--- config.mk ---
export PLATFORM = sky130hd
export DESIGN_NAME = ym6045_top
export DESIGN_NICKNAME = d
export VERILOG_FILES = /design/src/hdl/arb_pkg.sv /design/src/hdl/m68k_decode.sv /design/src/hdl/z80_ctrl_regs.sv /design/src/hdl/z80_decode.sv /design/src/hdl/z80_bank_map.sv /design/src/hdl/ym6045_top.sv
export SDC_FILE = /design/constraint.sdc
export NUM_CORES = 1
export LEC_CHECK = 0
export ABC_AREA = 1
export BUFFER_PORTS_ARGS = -buffer_cell sky130_fd_sc_hd__buf_4
export CORE_AREA = 10 10 66 68
export CTS_CLUSTER_DIAMETER = 60
export DETAILED_ROUTE_END_ITERATION = 8
export DIE_AREA = 0 0 76 78
export GPL_ROUTABILITY_DRIVEN = 0
export GPL_TIMING_DRIVEN = 0
export PLACE_DENSITY_LB_ADDON = 0.15
export REMOVE_ABC_BUFFERS = 1
export SYNTH_ARGS = -nofsm -noshare
export SYNTH_HDL_FRONTEND = slang
export SYNTH_SLANG_ARGS = --single-unit
--- constraint.sdc ---
create_clock -name MCLK -period 2.1 [get_ports MCLK]
set_input_delay 0.21 -clock MCLK [delete_from_list [all_inputs] [get_ports MCLK]]
set_output_delay 0.21 -clock MCLK [all_outputs]
set_load 0.01 [all_outputs]
--- src/hdl/arb_pkg.sv ---
`default_nettype none

package arb_pkg;

	// 68000 page address is byte address bits 23..8
	localparam int M68K_PAGE_W = 16;
	localparam int Z80_ADDR_W  = 16;
	localparam int BANK_W      = 9;
	localparam int BUS_ADDR_W  = 24;

	typedef logic [M68K_PAGE_W-1:0] m68k_page_t;

	// single 256-byte pages on the 68000 side
	localparam m68k_page_t PAGE_IO     = 16'hA100;
	localparam m68k_page_t PAGE_BUSREQ = 16'hA111;
	localparam m68k_page_t PAGE_ZRESET = 16'hA112;
	localparam m68k_page_t PAGE_FDC    = 16'hA120;
	localparam m68k_page_t PAGE_TIME   = 16'hA130;

	// upper byte of the 64 KB Z80 space
	localparam logic [7:0] ZSPACE_HI = 8'hA0;

	// VDP window lands at 0xC000xx
	localparam logic [BANK_W-1:0] VDP_BANK = 9'h180;

	// Z80 high address bytes
	localparam logic [7:0] ZBANK_WR_HI = 8'h60;
	localparam logic [7:0] ZVDP_HI     = 8'h7F;

	typedef enum logic [2:0] {
		ZR_NONE,
		ZR_RAM,
		ZR_SOUND,
		ZR_BANK_WR,
		ZR_VDP,
		ZR_BANK
	} z80_region_t;

endpackage

`default_nettype wire

--- src/hdl/m68k_decode.sv ---
`timescale 1ns/1ns
`default_nettype none

module m68k_decode
(
	input  arb_pkg::m68k_page_t m68k_addr_i,
	input  logic                as_n_i,
	input  logic                uds_n_i,
	input  logic                rw_i,
	output logic                io_n_o,
	output logic                time_n_o,
	output logic                fdc_n_o,
	output logic                zspace_n_o,
	output logic                busreq_wr_o,
	output logic                zreset_wr_o
);
	import arb_pkg::*;

	logic hit_io;
	logic hit_time;
	logic hit_fdc;
	logic hit_zspace;
	logic hit_busreq;
	logic hit_zreset;
	logic wr_strobe;

	// page matches, the pages are disjoint so only one can hit
	assign hit_io     = (m68k_addr_i == PAGE_IO);
	assign hit_time   = (m68k_addr_i == PAGE_TIME);
	assign hit_fdc    = (m68k_addr_i == PAGE_FDC);
	assign hit_busreq = (m68k_addr_i == PAGE_BUSREQ);
	assign hit_zreset = (m68k_addr_i == PAGE_ZRESET);

	// whole 64 KB Z80 space, A00000-A0FFFF
	assign hit_zspace = (m68k_addr_i[M68K_PAGE_W-1 -: 8] == ZSPACE_HI);

	// chip selects, active low, qualified by address strobe
	assign io_n_o     = as_n_i | ~hit_io;
	assign time_n_o   = as_n_i | ~hit_time;
	assign fdc_n_o    = as_n_i | ~hit_fdc;
	assign zspace_n_o = as_n_i | ~hit_zspace;

	// upper byte write cycle, data bit 8 carries the value
	assign wr_strobe = ~as_n_i & ~uds_n_i & ~rw_i;

	assign busreq_wr_o = wr_strobe & hit_busreq;
	assign zreset_wr_o = wr_strobe & hit_zreset;

endmodule

`default_nettype wire

--- src/hdl/z80_ctrl_regs.sv ---
`timescale 1ns/1ns
`default_nettype none

module z80_ctrl_regs
(
	input  logic MCLK,
	input  logic reset_i,
	input  logic busreq_wr_i,
	input  logic zreset_wr_i,
	input  logic d8_i,
	output logic z80_busreq_o,
	output logic z80_reset_n_o
);

	// bit 0 is bus request, bit 1 is Z80 reset
	logic [1:0] wr_sel;
	logic [1:0] wr_sel_q;
	logic [1:0] wr_first;
	logic [1:0] ctrl_q;

	assign wr_sel = {zreset_wr_i, busreq_wr_i};

	// rising edge of a write select
	assign wr_first = wr_sel & ~wr_sel_q;

	always_ff @(posedge MCLK)
	begin
		if (reset_i)
		begin
			wr_sel_q <= 2'b00;
			ctrl_q   <= 2'b00;
		end
		else
		begin
			wr_sel_q <= wr_sel;
			if (wr_first[0])
				ctrl_q[0] <= d8_i;
			if (wr_first[1])
				ctrl_q[1] <= d8_i;
		end
	end

	// Z80 stays in reset until software writes a 1
	assign z80_busreq_o  = ctrl_q[0];
	assign z80_reset_n_o = ctrl_q[1];

endmodule

`default_nettype wire

--- src/hdl/z80_decode.sv ---
`timescale 1ns/1ns
`default_nettype none

module z80_decode
(
	input  logic [arb_pkg::Z80_ADDR_W-1:0] z80_addr_i,
	input  logic                           mreq_n_i,
	input  logic                           z80_wr_n_i,
	output arb_pkg::z80_region_t           region_o,
	output logic                           zram_n_o,
	output logic                           sound_n_o
);
	import arb_pkg::*;

	logic [7:0] addr_hi;

	assign addr_hi = z80_addr_i[Z80_ADDR_W-1 -: 8];

	always_comb
	begin
		region_o = ZR_NONE;
		if (!mreq_n_i)
		begin
			// 0000-3FFF
			if (addr_hi[7:6] == 2'b00)
				region_o = ZR_RAM;
			// 4000-5FFF
			else if (addr_hi[7:5] == 3'b010)
				region_o = ZR_SOUND;
			// bank register only takes writes
			else if (addr_hi == ZBANK_WR_HI && !z80_wr_n_i)
				region_o = ZR_BANK_WR;
			else if (addr_hi == ZVDP_HI)
				region_o = ZR_VDP;
			// upper half goes through the bank window
			else if (addr_hi[7])
				region_o = ZR_BANK;
		end
	end

	assign zram_n_o  = (region_o != ZR_RAM);
	assign sound_n_o = (region_o != ZR_SOUND);

endmodule

`default_nettype wire

--- src/hdl/z80_bank_map.sv ---
`timescale 1ns/1ns
`default_nettype none

module z80_bank_map
(
	input  logic                           MCLK,
	input  logic                           reset_i,
	input  arb_pkg::z80_region_t           region_i,
	input  logic [arb_pkg::Z80_ADDR_W-1:0] z80_addr_i,
	input  logic                           z80_d0_i,
	output logic [arb_pkg::BUS_ADDR_W-1:0] bus_addr_o,
	output logic                           addr_valid_o
);
	import arb_pkg::*;

	logic [BANK_W-1:0] bank_q;
	logic              bank_wr;
	logic              bank_wr_q;
	logic              bank_shift;

	assign bank_wr = (region_i == ZR_BANK_WR);

	// one shift per access, however long the write is held
	assign bank_shift = bank_wr & ~bank_wr_q;

	always_ff @(posedge MCLK)
	begin
		if (reset_i)
		begin
			bank_wr_q <= 1'b0;
			bank_q    <= '0;
		end
		else
		begin
			bank_wr_q <= bank_wr;
			// new bit enters at the top, serial write from d0
			if (bank_shift)
				bank_q <= {z80_d0_i, bank_q[BANK_W-1:1]};
		end
	end

	always_comb
	begin
		bus_addr_o   = '0;
		addr_valid_o = 1'b0;
		case (region_i)
			ZR_BANK:
			begin
				// 32 KB window, bank selects A23..A15
				bus_addr_o   = {bank_q, z80_addr_i[Z80_ADDR_W-2:0]};
				addr_valid_o = 1'b1;
			end
			ZR_VDP:
			begin
				bus_addr_o   = {VDP_BANK, 7'b0, z80_addr_i[7:0]};
				addr_valid_o = 1'b1;
			end
			default:
			begin
				bus_addr_o   = '0;
				addr_valid_o = 1'b0;
			end
		endcase
	end

endmodule

`default_nettype wire

--- src/hdl/ym6045_top.sv ---
`timescale 1ns/1ns
`default_nettype none

module ym6045_top
(
	input  logic                           MCLK,
	input  logic                           reset_i,
	input  arb_pkg::m68k_page_t            m68k_addr_i,
	input  logic                           as_n_i,
	input  logic                           uds_n_i,
	input  logic                           rw_i,
	input  logic                           d8_i,
	input  logic [arb_pkg::Z80_ADDR_W-1:0] z80_addr_i,
	input  logic                           mreq_n_i,
	input  logic                           z80_wr_n_i,
	input  logic                           z80_d0_i,
	output logic                           io_n_o,
	output logic                           time_n_o,
	output logic                           fdc_n_o,
	output logic                           zspace_n_o,
	output logic                           zram_n_o,
	output logic                           sound_n_o,
	output logic [arb_pkg::BUS_ADDR_W-1:0] z80_bus_addr_o,
	output logic                           z80_addr_valid_o,
	output logic                           z80_busreq_o,
	output logic                           z80_reset_n_o
);
	import arb_pkg::*;

	logic        busreq_wr;
	logic        zreset_wr;
	z80_region_t region;

	m68k_decode u_m68k_decode (
		.m68k_addr_i (m68k_addr_i),
		.as_n_i      (as_n_i),
		.uds_n_i     (uds_n_i),
		.rw_i        (rw_i),
		.io_n_o      (io_n_o),
		.time_n_o    (time_n_o),
		.fdc_n_o     (fdc_n_o),
		.zspace_n_o  (zspace_n_o),
		.busreq_wr_o (busreq_wr),
		.zreset_wr_o (zreset_wr)
	);

	z80_ctrl_regs u_z80_ctrl_regs (
		.MCLK          (MCLK),
		.reset_i       (reset_i),
		.busreq_wr_i   (busreq_wr),
		.zreset_wr_i   (zreset_wr),
		.d8_i          (d8_i),
		.z80_busreq_o  (z80_busreq_o),
		.z80_reset_n_o (z80_reset_n_o)
	);

	z80_decode u_z80_decode (
		.z80_addr_i (z80_addr_i),
		.mreq_n_i   (mreq_n_i),
		.z80_wr_n_i (z80_wr_n_i),
		.region_o   (region),
		.zram_n_o   (zram_n_o),
		.sound_n_o  (sound_n_o)
	);

	z80_bank_map u_z80_bank_map (
		.MCLK         (MCLK),
		.reset_i      (reset_i),
		.region_i     (region),
		.z80_addr_i   (z80_addr_i),
		.z80_d0_i     (z80_d0_i),
		.bus_addr_o   (z80_bus_addr_o),
		.addr_valid_o (z80_addr_valid_o)
	);

endmodule

`default_nettype wire

* Yosys cells after proc, flatten, opt, wreduce, memory -nomap -nowiden
Index checks and enable logic that the tools add are counted.
Widths: inputs -> output; s select.
** Storage, ports and cells
- Register bits :: 14
- Latch bits :: 0
- RAM bits :: 0
- Memory bits (read-only) :: 0
- Input port bits :: 41
- Memories :: 0
** Cells by class
- Add/subtract/negate cells :: 0
- Multiply operators :: 0
- Div/mod/pow operators :: 0
- Order comparisons :: 0
- Equality and inequality tests :: 14
- Shifts and indexed selects :: 0
- Muxes and demuxes :: 8
- Bitwise gates (word level) :: 19
- Reduce and logical (&&, ||, !) cells :: 4
** Operators by type and width (number)
- $eq 16x16->1 const B :: 5
- $pmux 24 s2 :: 1
- $mux 3 :: 6
- $eq 8x7->1 const B :: 2
- $eq 8x8->1 const B :: 1
- $not 1->1 :: 8
- $eq 3x2->1 const B :: 2
- $eq 3x3->1 const B :: 2
- $and 1x1->1 :: 5
- $or 1x1->1 :: 4
- $ne 3x1->1 const B :: 1
- $ne 3x2->1 const B :: 1
- $and 2x2->2 :: 1
- $logic_not 2->1 :: 1
- $not 2->2 :: 1
- $reduce_or 2->1 :: 1
- $logic_and 1x1->1 :: 1
- $logic_not 1->1 :: 1
- $mux 1 :: 1

* Depth between registers and ports, before layout
- Depth after elaboration :: 9
- Depth in mapped cells :: 10
- Mapped depth without buffers :: 9

* Hierarchy
From an unflattened synthesis, not the netlist that was laid out.
** Second synthesis, totals
- Cells, all modules :: 215
- Area, all modules :: 1147.4 um2
** By module, submodules not included
- z80_bank_map :: times used 1, cells an instance 108, area an instance 621.8 um2, sequential area each 200.2 um2
- m68k_decode :: times used 1, cells an instance 50, area an instance 224.0 um2, sequential area each 0.0 um2
- z80_decode :: times used 1, cells an instance 37, area an instance 156.4 um2, sequential area each 0.0 um2
- z80_ctrl_regs :: times used 1, cells an instance 20, area an instance 145.1 um2, sequential area each 80.1 um2

* Worst setup path before layout
Ideal clock, no wire load.
- Path type :: in2out
- From :: in z80_addr_i[9] (netlist bit)
- To :: out z80_bus_addr_o[14] (netlist bit)
- Data arrival time :: 1102 ps
- Setup slack :: 788 ps
- Stages :: 7
- Path buffers :: 1
- Cells stage by stage :: inv_1 > nor3_1 > a21oi_1 > nor2_4 > nand2_2 > buf_6 > nor2_1
** Between the ends
- Word-level cells in the longest chain between the ends :: 8
- Elaborated cells on any way between the ends :: 11
- Those cells by class :: eq/ne: 4; mux: 6; reduce/logical: 1
** RTL lines
- start, declared :: RTL line ym6045_top.sv:13 : input logic [arb_pkg::Z80_ADDR_W-1:0] z80_addr_i,
- $eq 8x7->1, on equally long branches :: RTL line z80_decode.sv:33, z80_decode.sv:31
- $mux 3 or $logic_and 1x1->1 (tied branches) :: RTL line z80_decode.sv:33, z80_decode.sv:31
- $mux 3 * :: RTL line z80_decode.sv:31 : else if (addr_hi == ZBANK_WR_HI && !z80_wr_n_i)
- $mux 3 * :: RTL line z80_decode.sv:28 : else if (addr_hi[7:5] == 3'b010)
- $mux 3 * :: RTL line z80_decode.sv:25 : if (addr_hi[7:6] == 2'b00)
- $mux 3 * :: RTL line z80_decode.sv:22 : if (!mreq_n_i)
- $eq 3x3->1 :: RTL line z80_bank_map.sv:46 : case (region_i)
- $pmux 24 s2 * :: RTL line z80_bank_map.sv:46
- end, declared :: RTL line ym6045_top.sv:23 : output logic [arb_pkg::BUS_ADDR_W-1:0] z80_bus_addr_o,
Every way passes the cells marked *; elsewhere a longest branch is shown, timed or not.

* Worst setup path after layout
- From :: in z80_addr_i[9] (netlist bit)
- To :: out z80_bus_addr_o[13] (netlist bit)
The elaborated chain is that of the path after synthesis.

==> flow_metrics.py <==
metrics = {
    "yosys": {
        "synth.top_cells.by_area": "dfxtp_1, nor2_1, inv_1, nand2_1, nand3_1",
        "yosys.area.top_type": "dfxtp_1",
        "ys_top_cells_by_count": "nor2_1, inv_1, nand2_1",
        "synth-edff-count": 0,
        "ys_types": 21,
        "asyncSetResetFlopFracSynth_pct": 0,
        "number_of_standard_cells_after_synthesis": 181,
        "yosysMostFrequentCell": "nor2_1",
        "average_cell_area_after_synthesis_sq_um": 5.648,
        "synth-seq-cells": 14,
        "synth_ff_type": "dfxtp_1",
        "yosys_warnings": 0,
        "seq_area_frac_synth_pct": 27.42,
        "yosys.area.top_type_share_pct": 27.42,
        "post_synth_design_cell_area_sq_um": 1022,
    },
    "timing": {
        "setup_violations": 0,
        "tightest_slew_ps": 321.0,
        "final-max-slew-violation-count": 0,
        "fmaxAchievable_mhz": 640.2,
        "totalNegativeSetupSlack_ps": 0,
        "slew_headroom_pct": 78.40,
        "final_min_period_over_clock_period_pct": 74.38,
        "rsz0062_at_grt": "false",
        "hold_viol": 0,
        "finalClockSkew_ps": 4.746,
        "min_period_ps": 1562,
    },
    "layout": {
        "stdcell_count": 301,
        "area.growth.synth_to_final_pct": 59.24,
        "antenna_cells_inserted": 0,
        "final_nets": 297,
        "final_layout_size_suffix_gt1_share_pct": 34.51,
    },
    "detailed_routing": {
        "route.detailed.wl_per_inst_um": 10.41,
        "route.antenna.remaining_nets": 0,
        "routed_vias": 1256,
        "detailedRoute.firstIterationViolations": 26,
        "viasPerCell": 4.173,
        "drt-total-wl_mm": 3.132,
        "drcViolationCount": 0,
        "drt_first_pass_iters": 4,
    },
    "worst_setup_path": {
        "critPathMaxStageDelay_ps": 170,
        "crit_type": "in -> out",
        "cp_cell_sequence": "buf_4 > inv_1 > nand2_1 > nor2_1 > nand2_1 > nand2_2 > nand2_2 > inv_2 > nand2_2 > nor2_1 > buf_4",
        "cp-end-kind": "primary output",
        "crit_required_ps": 1890,
        "crit_path_frequent_cell": "nand2_2",
        "critical_path_buf_inv_count": 4,
        "timing.critical_path.max_delay_family": "simple AND/OR/NAND/NOR gates",
        "crit_fanout": 14,
        "worstSetupStartpointType": "primary input",
        "worstPathArrival_ps": 1350,
        "critical-path-slowest-cell": "nand2_2",
    },
    "grt": {
        "grt_pass1_wl_mm": 5.188,
        "grt_antenna_before_repair": 0,
        "first_global_vias": 1160,
        "global_route.usage.total_pct": 10.35,
        "grt_start_max_net_pins": 19,
        "congestion_overflow_gr": 0,
    },
    "clocking": {
        "clock_tree.root_cell": "clkbuf_4",
        "cts_tree": "yes",
        "clock_sinks": 14,
        "htree_num_levels": 1,
        "clk_pin_slew_ps": 90,
        "cts_resized": 0,
        "total_of_hold_buffers_inserted_after_clock_tree_synthesis": 0,
        "clock_path_buffers": 2,
        "worstSkewPairLatency_ps": 280,
        "cts_made_buffers": 3,
        "post-cts-setup-buffer-count": 0,
    },
    "pwr": {
        "p_total_uw": 635.2,
        "power_density_nw_per_um2": 390.2,
        "total_leakage_power_uw": 0.0009364,
        "vdd_ir_drop_max_uv": 379.7,
    },
    "die": {
        "area_enclosed_by_the_die_boundary_sq_um": 5928,
        "floorplan.die.width_um": 76,
        "die_height_um": 78,
        "floorplan.rows": 21,
        "core_region_area_sq_um": 3179,
        "initial_core_util_pct": 32.15,
        "io_pins": 74,
    },
    "place": {
        "port_buffers": 73,
        "detailedPlacementHpwl_mm": 2.688,
        "dpl.cell_count": 297,
    },
    "hold_path": {
        "worstHoldPathType": "in -> reg",
    },
    "run": {
        "maxCapViolations": 0,
    },
    "status": {
        "status": "completed",
    },
}
[state kept, by name (all words and copies together) (netlist names)]
signal                    cells
u_z80_ctrl_regs.wr_sel_q      2
u_z80_bank_map.bank_wr_q      1
u_z80_ctrl_regs.ctrl_q        2
u_z80_bank_map.bank_q         9
[worst paths after layout]
path / from / depth (start not counted) / endpoint / slack, ps
setup reg to reg: u_z80_bank_map.bank_wr_q / 4 / u_z80_bank_map.bank_q[7] / 1140
hold / removal: reset_i / 2 / u_z80_ctrl_regs.wr_sel_q[0] / 110
hold reg to reg: u_z80_bank_map.bank_q[2] / 2 / u_z80_bank_map.bank_q[1] / 490
setup / recovery: z80_addr_i[9] / 11 / z80_bus_addr_o[13] / 540
[report_power, final]
part | switching, uW | internal, uW | total, uW
combinational | 79.7 | 86.0 | 166
clock | 90.6 | 106 | 196
sequential | 2.59 | 271 | 273
total | 173 | 462 | 635
[through the flow]
stage	utilization, %	cell area (sq um)	hold WS [ps]	setup WS [ps]
2_1_floorplan	-	985.9	282.4	788.5
3_3_place_gp	50.06	1592	409.2	496.0
3_5_place_dp	50.06	1592	410.8	502.0
4_1_cts	51.20	1628	94.64	490.6
5_1_grt	51.20	1628	86.76	346.6
6_report	51.20	1628	106.3	538.1
[cell families (layout without fill, tap and decap cells)]
family                 count (synthesis)  count (layout)  share of synthesized area (%)
buffers and inverters                 45             119                          18.97
AO/OA/AOI/OAI                          6               6                          3.060
AND/OR/NAND/NOR                      116             116                          50.55
flip-flops                            14              14                          27.42
[layer usage]
layer	part of all wire, %	track usage (%)	wire length (um)	vias to the layer above
li1	-	-	-	687
met1	52	13.56	1618	503
met2	37	14.54	1164	61
met3	10	5.069	319	5
met4	0.93	2.841	29	0
met5	0	0	0	-
[layout make-up]
type	count	area, sq um
Fill cell	357	1551
Multi-Input combinational cell	122	548.0
Timing Repair Buffer	73	548.0
Sequential cell	14	280.3
Inverter	42	157.7
Tap cell	46	57.56
Clock buffer	4	36.28
[layout by cell type, fill, tap and decap left out, drive strengths merged, types with 2 or more instances in the layout]
master and count:
buf 73, clkbuf 4, dfxtp 14, inv 41
nand2 35, nand3 9, nand3b 2, nand4 3
nor2 57, nor3 6, nor4 3, o21ai 4
[worst register-to-register path, stage by stage, from the launching register on]
cell and delay (ps):
dfxtp_1 300, inv_1 80, nand4_4 240, nor2_1 170
nor2_1 60
Power figures use the tool's default switching activity.
